<file path="src/source/gamePkg.sv">
`default_nettype none

package gamePkg;

    localparam int SLOT_COUNT       = 6;
    localparam int DIGITS_PER_ENTRY = 12;   // Six pairs of tens and ones
    localparam int SWITCH_COUNT     = 10;

    typedef enum logic [2:0] {
        idle,
        guessRun,
        guessResult,
        storeRun,
        abortState
    } gameState;

    // Digits entered in the current run
    typedef logic [3:0] pairCount;

    typedef logic [7:0] secretValue;   // Tens in the upper nibble

    typedef struct packed {
        logic       valid;
        logic [3:0] digit;
    } keyEvent;

    typedef struct packed {
        logic center;   // Reset game
        logic top;      // Enter
        logic bottom;   // Abort
        logic left;     // Guess mode
        logic right;    // Store mode
    } buttonSet;

endpackage

`default_nettype wire

</file>
<file path="src/source/displayPkg.sv">
`default_nettype none

package displayPkg;

    localparam int SCAN_PERIOD = 100000;
    localparam int DIGIT_COUNT = 4;

    // Digits keep their own value as code
    typedef enum logic [4:0] {
        digit0, digit1, digit2, digit3, digit4,
        digit5, digit6, digit7, digit8, digit9,
        letterT, letterH, letterS, letterN, letterR,
        letterD, letterA, letterB, dash, blank
    } glyph;

    typedef struct packed {
        glyph slot3;
        glyph slot2;
        glyph slot1;
        glyph slot0;
    } displayFrame;

    typedef logic [6:0] segmentPattern;   // gfedcba, active low

    function automatic segmentPattern glyphSegments(glyph g);
        case (g)
            digit0:  return 7'b1000000;
            digit1:  return 7'b1111001;
            digit2:  return 7'b0100100;
            digit3:  return 7'b0110000;
            digit4:  return 7'b0011001;
            digit5:  return 7'b0010010;
            digit6:  return 7'b0000010;
            digit7:  return 7'b1111000;
            digit8:  return 7'b0000000;
            digit9:  return 7'b0010000;
            letterT: return 7'b0000111;
            letterH: return 7'b0001011;
            letterS: return 7'b0010010;   // Same as 5
            letterN: return 7'b0101011;
            letterR: return 7'b0101111;
            letterD: return 7'b0100001;
            letterA: return 7'b0001000;
            letterB: return 7'b0000011;
            dash:    return 7'b0111111;
            default: return 7'b1111111;
        endcase
    endfunction

endpackage

`default_nettype wire

</file>
<file path="src/source/secretStore.sv">
`default_nettype none

module secretStore (
    input  wire                       clk,
    input  wire                       resetn,
    input  wire                       writeEnable,
    input  wire [2:0]                 slot,
    input  wire gamePkg::secretValue  writeValue,
    output gamePkg::secretValue       readValue
);

    gamePkg::secretValue secrets [gamePkg::SLOT_COUNT];

    always_ff @(posedge clk or negedge resetn) begin
        if (!resetn) begin
            for (int i = 0; i < gamePkg::SLOT_COUNT; i++) begin
                secrets[i] <= '0;
            end
        end else if (writeEnable && (slot < 3'(gamePkg::SLOT_COUNT))) begin
            secrets[slot] <= writeValue;
        end
    end

    // Out-of-range slots read as zero
    always_comb begin
        readValue = '0;
        for (int i = 0; i < gamePkg::SLOT_COUNT; i++) begin
            if (slot == 3'(i)) begin
                readValue = secrets[i];
            end
        end
    end

endmodule

`default_nettype wire

</file>
<file path="src/source/keyInput.sv">
`default_nettype none

module keyInput (
    input  wire                               clk,
    input  wire                               resetn,
    input  wire [gamePkg::SWITCH_COUNT-1:0]   switches,
    input  wire [4:0]                         buttonsRaw,
    output gamePkg::keyEvent                  key,
    output gamePkg::buttonSet                 buttons
);

    logic [gamePkg::SWITCH_COUNT-1:0] switchMeta, switchSync, switchPrev;
    logic [4:0] buttonMeta, buttonSync, buttonPrev;
    logic [3:0] digitCode;
    logic oneHot;

    // Count set switches and keep the index of the last one
    always_comb begin
        int setBits;
        setBits = 0;
        digitCode = '0;
        for (int i = 0; i < gamePkg::SWITCH_COUNT; i++) begin
            if (switchSync[i]) begin
                setBits = setBits + 1;
                digitCode = 4'(i);
            end
        end
        oneHot = (setBits == 1);
    end

    always_ff @(posedge clk or negedge resetn) begin
        if (!resetn) begin
            switchMeta <= '0;
            switchSync <= '0;
            switchPrev <= '0;
            buttonMeta <= '0;
            buttonSync <= '0;
            buttonPrev <= '0;
            key        <= '0;
            buttons    <= '0;
        end else begin
            switchMeta <= switches;
            switchSync <= switchMeta;
            switchPrev <= switchSync;
            buttonMeta <= buttonsRaw;
            buttonSync <= buttonMeta;
            buttonPrev <= buttonSync;
            key.valid  <= oneHot && (switchPrev == '0);   // Only from all-off
            key.digit  <= digitCode;
            buttons    <= gamePkg::buttonSet'(buttonSync & ~buttonPrev);
        end
    end

endmodule

`default_nettype wire

</file>
<file path="src/source/gameControl.sv">
`default_nettype none

module gameControl (
    input  wire                      clk,
    input  wire                      resetn,
    input  wire gamePkg::keyEvent    key,
    input  wire gamePkg::buttonSet   buttons,
    output gamePkg::gameState        state,
    output gamePkg::pairCount        digitCount,
    output logic [3:0]               tensDigit,
    output logic [3:0]               onesDigit,
    output logic [2:0]               hits
);

    logic runState, countFull, keyTaken;
    logic writeEnable, pairMatch;
    logic [2:0] slot;
    gamePkg::secretValue pairValue, storedValue;

    assign runState  = (state == gamePkg::guessRun) || (state == gamePkg::storeRun);
    assign countFull = (digitCount == gamePkg::pairCount'(gamePkg::DIGITS_PER_ENTRY));

    // A digit counts only when no button acts in the same cycle
    assign keyTaken = runState && key.valid && !countFull && !buttons.bottom && !buttons.top;

    assign slot      = digitCount[3:1];
    assign pairValue = {tensDigit, key.digit};   // Second digit completes the pair

    assign writeEnable = keyTaken && digitCount[0] && (state == gamePkg::storeRun);
    assign pairMatch   = keyTaken && digitCount[0] && (state == gamePkg::guessRun)
                         && (storedValue == pairValue);

    secretStore store_i (
        .clk         (clk),
        .resetn      (resetn),
        .writeEnable (writeEnable),
        .slot        (slot),
        .writeValue  (pairValue),
        .readValue   (storedValue)
    );

    always_ff @(posedge clk or negedge resetn) begin
        if (!resetn) begin
            state      <= gamePkg::idle;
            digitCount <= '0;
            tensDigit  <= '0;
            onesDigit  <= '0;
            hits       <= '0;
        end else begin
            case (state)
                gamePkg::idle: begin
                    if (buttons.left || buttons.right) begin
                        if (buttons.left) begin
                            state <= gamePkg::guessRun;
                        end else begin
                            state <= gamePkg::storeRun;
                        end
                        digitCount <= '0;
                        tensDigit  <= '0;
                        onesDigit  <= '0;
                        hits       <= '0;
                    end
                end
                gamePkg::guessRun, gamePkg::storeRun: begin
                    if (buttons.bottom) begin
                        state <= gamePkg::abortState;
                    end else if (buttons.top) begin
                        if (!countFull) begin
                            state <= gamePkg::abortState;   // Short entry
                        end else if (state == gamePkg::guessRun) begin
                            state <= gamePkg::guessResult;
                        end else begin
                            state <= gamePkg::idle;
                        end
                    end else if (key.valid && countFull) begin
                        state <= gamePkg::abortState;       // Thirteenth digit
                    end else if (keyTaken) begin
                        digitCount <= digitCount + 1'b1;
                        if (digitCount[0]) begin
                            onesDigit <= key.digit;
                        end else begin
                            tensDigit <= key.digit;
                        end
                        if (pairMatch) begin
                            hits <= hits + 1'b1;
                        end
                    end
                end
                gamePkg::guessResult, gamePkg::abortState: begin
                    if (buttons.center) state <= gamePkg::idle;
                end
                default: state <= gamePkg::idle;
            endcase
        end
    end

endmodule

`default_nettype wire

</file>
<file path="src/source/frameComposer.sv">
`default_nettype none

module frameComposer (
    input  wire gamePkg::gameState   state,
    input  wire gamePkg::pairCount   digitCount,
    input  wire [3:0]                tensDigit,
    input  wire [3:0]                onesDigit,
    input  wire [2:0]                hits,
    output displayPkg::displayFrame  frame
);

    logic [2:0] rank;
    displayPkg::glyph suffixHigh, suffixLow;
    displayPkg::glyph pairGlyph, tensGlyph, onesGlyph;

    assign rank = 3'd7 - hits;   // Six hits is first place

    assign pairGlyph = displayPkg::glyph'({2'b00, digitCount[3:1]});
    assign tensGlyph = displayPkg::glyph'({1'b0, tensDigit});
    assign onesGlyph = digitCount[0] ? displayPkg::blank : displayPkg::glyph'({1'b0, onesDigit});

    always_comb begin
        case (rank)
            3'd1: begin
                suffixHigh = displayPkg::letterS;
                suffixLow  = displayPkg::letterT;
            end
            3'd2: begin
                suffixHigh = displayPkg::letterN;
                suffixLow  = displayPkg::letterD;
            end
            3'd3: begin
                suffixHigh = displayPkg::letterR;
                suffixLow  = displayPkg::letterD;
            end
            default: begin
                suffixHigh = displayPkg::letterT;
                suffixLow  = displayPkg::letterH;
            end
        endcase
    end

    always_comb begin
        case (state)
            gamePkg::guessRun, gamePkg::storeRun:
                frame = '{pairGlyph, displayPkg::blank, tensGlyph, onesGlyph};
            gamePkg::guessResult:
                frame = '{displayPkg::blank, displayPkg::glyph'({2'b00, rank}),
                          suffixHigh, suffixLow};
            gamePkg::abortState:
                frame = '{displayPkg::letterA, displayPkg::letterB,
                          displayPkg::dash, displayPkg::dash};
            default:
                frame = '{displayPkg::dash, displayPkg::dash,
                          displayPkg::dash, displayPkg::dash};
        endcase
    end

endmodule

`default_nettype wire

</file>
<file path="src/source/displayScanner.sv">
`default_nettype none

module displayScanner #(
    parameter int scanPeriod = displayPkg::SCAN_PERIOD
) (
    input  wire                                 clk,
    input  wire                                 resetn,
    input  wire displayPkg::displayFrame        frame,
    output logic [displayPkg::DIGIT_COUNT-1:0]  ssSel,
    output displayPkg::segmentPattern           ssDisp
);

    logic [$clog2(scanPeriod + 1)-1:0] periodCount;
    logic [$clog2(displayPkg::DIGIT_COUNT)-1:0] digitIndex;
    logic periodEnd;
    displayPkg::glyph currentGlyph;

    assign periodEnd = (periodCount == ($bits(periodCount))'(scanPeriod - 1));

    // Slot shown at the next step
    always_comb begin
        case (digitIndex)
            2'd0:    currentGlyph = frame.slot0;
            2'd1:    currentGlyph = frame.slot1;
            2'd2:    currentGlyph = frame.slot2;
            default: currentGlyph = frame.slot3;
        endcase
    end

    always_ff @(posedge clk or negedge resetn) begin
        if (!resetn) begin
            periodCount <= '0;
            digitIndex  <= '0;
            ssSel       <= '1;   // All digits off
            ssDisp      <= '1;
        end else if (periodEnd) begin
            periodCount <= '0;
            digitIndex  <= digitIndex + 1'b1;
            ssSel       <= ~(($bits(ssSel))'(1) << digitIndex);
            ssDisp      <= displayPkg::glyphSegments(currentGlyph);
        end else begin
            periodCount <= periodCount + 1'b1;
        end
    end

endmodule

`default_nettype wire

</file>
<file path="src/source/guessingGame.sv">
`default_nettype none

module guessingGame #(
    parameter int scanPeriod = displayPkg::SCAN_PERIOD
) (
    input  wire                                 clk,
    input  wire                                 resetn,
    input  wire [gamePkg::SWITCH_COUNT-1:0]     switches,
    input  wire [4:0]                           buttonsRaw,   // Center, top, bottom, left, right
    output logic [displayPkg::DIGIT_COUNT-1:0]  ssSel,
    output displayPkg::segmentPattern           ssDisp
);

    gamePkg::keyEvent key;
    gamePkg::buttonSet buttons;
    gamePkg::gameState state;
    gamePkg::pairCount digitCount;
    logic [3:0] tensDigit, onesDigit;
    logic [2:0] hits;
    displayPkg::displayFrame frame;

    keyInput keyInput_i (
        .clk        (clk),
        .resetn     (resetn),
        .switches   (switches),
        .buttonsRaw (buttonsRaw),
        .key        (key),
        .buttons    (buttons)
    );

    gameControl gameControl_i (
        .clk        (clk),
        .resetn     (resetn),
        .key        (key),
        .buttons    (buttons),
        .state      (state),
        .digitCount (digitCount),
        .tensDigit  (tensDigit),
        .onesDigit  (onesDigit),
        .hits       (hits)
    );

    frameComposer frameComposer_i (
        .state      (state),
        .digitCount (digitCount),
        .tensDigit  (tensDigit),
        .onesDigit  (onesDigit),
        .hits       (hits),
        .frame      (frame)
    );

    displayScanner #(
        .scanPeriod (scanPeriod)
    ) displayScanner_i (
        .clk        (clk),
        .resetn     (resetn),
        .frame      (frame),
        .ssSel      (ssSel),
        .ssDisp     (ssDisp)
    );

endmodule

`default_nettype wire

</file>
<file path="config.mk">
export PLATFORM = sky130hd
export DESIGN_NAME = guessingGame
export DESIGN_NICKNAME = d
export VERILOG_FILES = /design/src/source/gamePkg.sv /design/src/source/displayPkg.sv /design/src/source/secretStore.sv /design/src/source/keyInput.sv /design/src/source/gameControl.sv /design/src/source/frameComposer.sv /design/src/source/displayScanner.sv /design/src/source/guessingGame.sv
export SDC_FILE = /design/constraint.sdc
export NUM_CORES = 1
export LEC_CHECK = 0
export BUFFER_PORTS_ARGS = -buffer_cell sky130_fd_sc_hd__buf_2
export CORE_UTILIZATION = 56
export DETAILED_ROUTE_END_ITERATION = 6
export PLACE_DENSITY = 0.76
export SKIP_CTS_REPAIR_TIMING = 1
export SLEW_MARGIN = 20
export SYNTH_ARGS = -nofsm -noshare
export SYNTH_HDL_FRONTEND = slang
export SYNTH_SLANG_ARGS = --single-unit
</file>
<file path="constraint.sdc">
create_clock -name clk -period 5.1 [get_ports clk]
set_clock_uncertainty 0.15 [all_clocks]
set_input_delay 0.51 -clock clk [delete_from_list [all_inputs] [get_ports clk]]
set_output_delay 0.51 -clock clk [all_outputs]
set_load 0.05 [all_outputs]
</file>
==> reports/results.ini <==
[synth]
async_reset_ff_frac=1.00
synth_cell_types=72
ys_ff_latch=151
yosysSeqAreaShare=0.512
synthFlopType=dfrtp_1
synth_edf_count=0
yosysWarnings=0
netlist_area_um2=7400
syn_avg_cell_area_um2=11.2
syn_inst=663
synthesis.nets=709

[sta]
fin_hold_ws_ns=0.0377
final_max_slew_viol_count=0
worst_slack_ns=-0.167
tns_ns=-0.167
finalHoldViolCount=0
setup_viol=1
period_share=1.03
relSlewSlack=0.262
tightestPinTransition_ns=1.11
min_period_ns=5.27
clock.fmax_mhz=190
grt_setup_unrepaired=yes

[critical_path]
worst-path-max-fanout=4
critPathArrivalTime_ns=5.43
cpPeakStageDelay_ns=0.39
cp_slowest_cell=dfrtp_1
critPathKind=reg2reg
end_kind=flip-flop
startpoint_type=flip-flop
crit_top_cell=ha_4
critical_path_required_ns=5.26

[global_route]
track_usage=0.239
grt_pass1_wl_um=24400
grt_max_degree=111
grt_antenna_before_repair=0
first_global_vias=4929
overflow=0

[layout]
layout_common_cells=dfrtp_1 (140), nand2_1 (57), mux2_1 (47), nor2_1 (34), buf_2 (26)
multi_input_area_um2=3550
nNetsFinal=738
fill_cells=947
diodes=0
final_common_cell=dfrtp_1
area_delta_synth_final_pct=14.8
seq_area_um2=3790
drive_gt1_frac=0.184

[min_path]
hold_path_class=in2reg

[power]
seq_power_share=0.405
p_clk_frac=0.351
p_leak_nw=3.82
p_int_mw=2.31
peakVddDrop_mv=0.298
powerDensity_nw_per_um2=395
sw_frac_of_total=0.311
switchingPower_mw=1.04
p_comb_frac=0.244

[detailed_routing]
wl_per_cell_um=17.2
drc=0
wl_met3_um=550
wl_um=15100
post_drt_via_cell_ratio=5.80
routed-wl-met2_um=7630
drt-met1-wl_um=6670
first_pass_iters=5
num_vias=5089
drt_iter0_markers=346
final_antenna_net_count=0
top_layer=met4

[floorplan]
core_area_um2=12800
rows=41
chipHeight_um=117
die_x_um=117
io_pins=28
initial_core_util=0.580
fp.dieArea_um2=13700

[clock_tree]
cts_buffers=17
clk_pin_slew_ns=0.06
clock_latency_ns=0.43
root_buffer=clkbuf_16
tritoncts=yes
htreeDepth=4
clock-sinks=151
clockBufferDepth=2

[run_status]
status=finished, violations left
violations=negative setup slack

[run]
maxCapViolations=0

[place]
gp_congestion=0.818
portBuffers=27
dp_hpwl_um=9720

==> layout make-up <==
| cell class | count | share of cell area |
|---|---|---|
| clock buffer | 25 | 0.0571 |
| tap | 172 | 0.0253 |
| multi-input combinational | 447 | 0.418 |
| inverter | 31 | 0.0137 |
| clock inverter | 7 | 0.00839 |
| timing repair buffer | 44 | 0.0316 |
| sequential | 151 | 0.446 |
==> power by group through the flow <==
| stage | Sequential [mW] | Combinational [mW] | Clock, mW |
|---|---|---|---|
| floorplan | 1.29 | 0.612 | 0 |
| global placement | 1.37 | 0.674 | 0 |
| detailed placement | 1.38 | 0.709 | 0 |
| CTS | 1.36 | 0.719 | 1.20 |
| global route | 1.37 | 0.905 | 1.25 |
| finish | 1.36 | 0.819 | 1.18 |
==> registers in the layout, indices dropped and copies added, names as in the netlist, 4 cells and up <==
signal / count
gameControl_i.digitCount: 4
gameControl_i.store_i.secrets: 48
keyInput_i.buttonSync: 5
keyInput_i.buttonPrev: 5
keyInput_i.buttons: 5
keyInput_i.buttonMeta: 5
gameControl_i.tensDigit: 4
keyInput_i.switchSync: 10
keyInput_i.switchMeta: 10
keyInput_i.switchPrev: 10
displayScanner_i.ssDisp: 7
keyInput_i.key: 5
displayScanner_i.periodCount: 17
gameControl_i.onesDigit: 4
displayScanner_i.ssSel: 4
==> layer usage <==
layer	vias to the layer above	track usage
met3	21	0.0530
met4	0	0.0937
met2	114	0.392
li1	2388	-
met1	2566	0.311
met5	-	0
==> synthesized netlist by cell type (4+ instances only) <==
library cell / n / area share
nor2b_1: 15 / 0.013
mux2_2: 5 / 0.0076
nor2_1: 34 / 0.017
xor2_1: 13 / 0.015
nand2b_1: 12 / 0.010
nand4_1: 7 / 0.0059
mux4_2: 4 / 0.012
nand3_1: 17 / 0.011
a31oi_1: 4 / 0.0034
nor3b_1: 4 / 0.0041
buf_2: 7 / 0.0047
o21ai_1: 19 / 0.013
o22ai_1: 7 / 0.0059
mux2i_1: 11 / 0.015
nand2_1: 59 / 0.030
dfstp_2: 11 / 0.039
nor3_1: 10 / 0.0068
mux2_1: 47 / 0.071
a22o_1: 5 / 0.0059
dfrtp_1: 140 / 0.47
o21ai_0: 20 / 0.014
or4_1: 4 / 0.0041
o31ai_1: 4 / 0.0041
or3_1: 6 / 0.0051
xor2_2: 4 / 0.0088
clkbuf_1: 22 / 0.011
ha_1: 29 / 0.049
a21oi_1: 23 / 0.016
and3_1: 4 / 0.0034
xnor2_1: 22 / 0.026
inv_1: 28 / 0.014
==> worst paths after layout <==
kind                                                from                                 to  slack (ns)  cells past startpoint
worst min-delay path                         switches[2]           keyInput_i.switchMeta[2]        0.04                      1
worst min register to register  keyInput_i.switchMeta[5]           keyInput_i.switchSync[5]        0.20                      0
worst max-delay path            keyInput_i.switchSync[0]                  keyInput_i.key[4]       -0.17                     28
max in group asynchronous                         resetn           keyInput_i.switchMeta[8]        3.63                      2
worst max register to register  keyInput_i.switchSync[0]                  keyInput_i.key[4]       -0.17                     28
min in group asynchronous                         resetn  gameControl_i.store_i.secrets[46]        0.07                      1
==> through the flow <==
step | setup WS, ns | utilization | instances | total power [mW] | area, µm²
3_5_place_dp | -0.455 | 0.608 | 840 | 2.09 | 7770
4_1_cts | -0.535 | 0.652 | 872 | 3.27 | 8320
2_1_floorplan | -0.129 | - | 663 | 1.91 | 7460
5_1_grt | -0.398 | 0.666 | 877 | 3.53 | 8500
3_3_place_gp | -0.110 | 0.608 | 840 | 2.05 | 7770
6_report | -0.167 | 0.666 | 877 | 3.36 | 8500
==> cell families (layout without fill, tap and decap cells) <==
kind of cell | Yosys count | in the layout | synth area share
xor gates and xnor gates | 42 | 42 | 0.0603
and+or+nand+nor | 194 | 194 | 0.138
AOI/OAI and AO/OA | 115 | 115 | 0.0997
muxes | 67 | 67 | 0.106
buffers and inverters | 65 | 107 | 0.0351
DFF | 151 | 151 | 0.512
adders and majority gates | 29 | 29 | 0.0490
==> worst max-delay path, delay by kind of cell, from the launching register on <==
family                   cells  cell delay, ns
AO/OA/AOI/OAI                8            1.03
multiplexers                 1            0.28
buffers and inverters        5            0.51
adder cells (fa/ha/maj)      7            1.78
AND/OR/NAND/NOR              3            0.31
flip-flops                   1            0.39
XOR/XNOR                     4            0.69
Power figures use the tool's default switching activity.
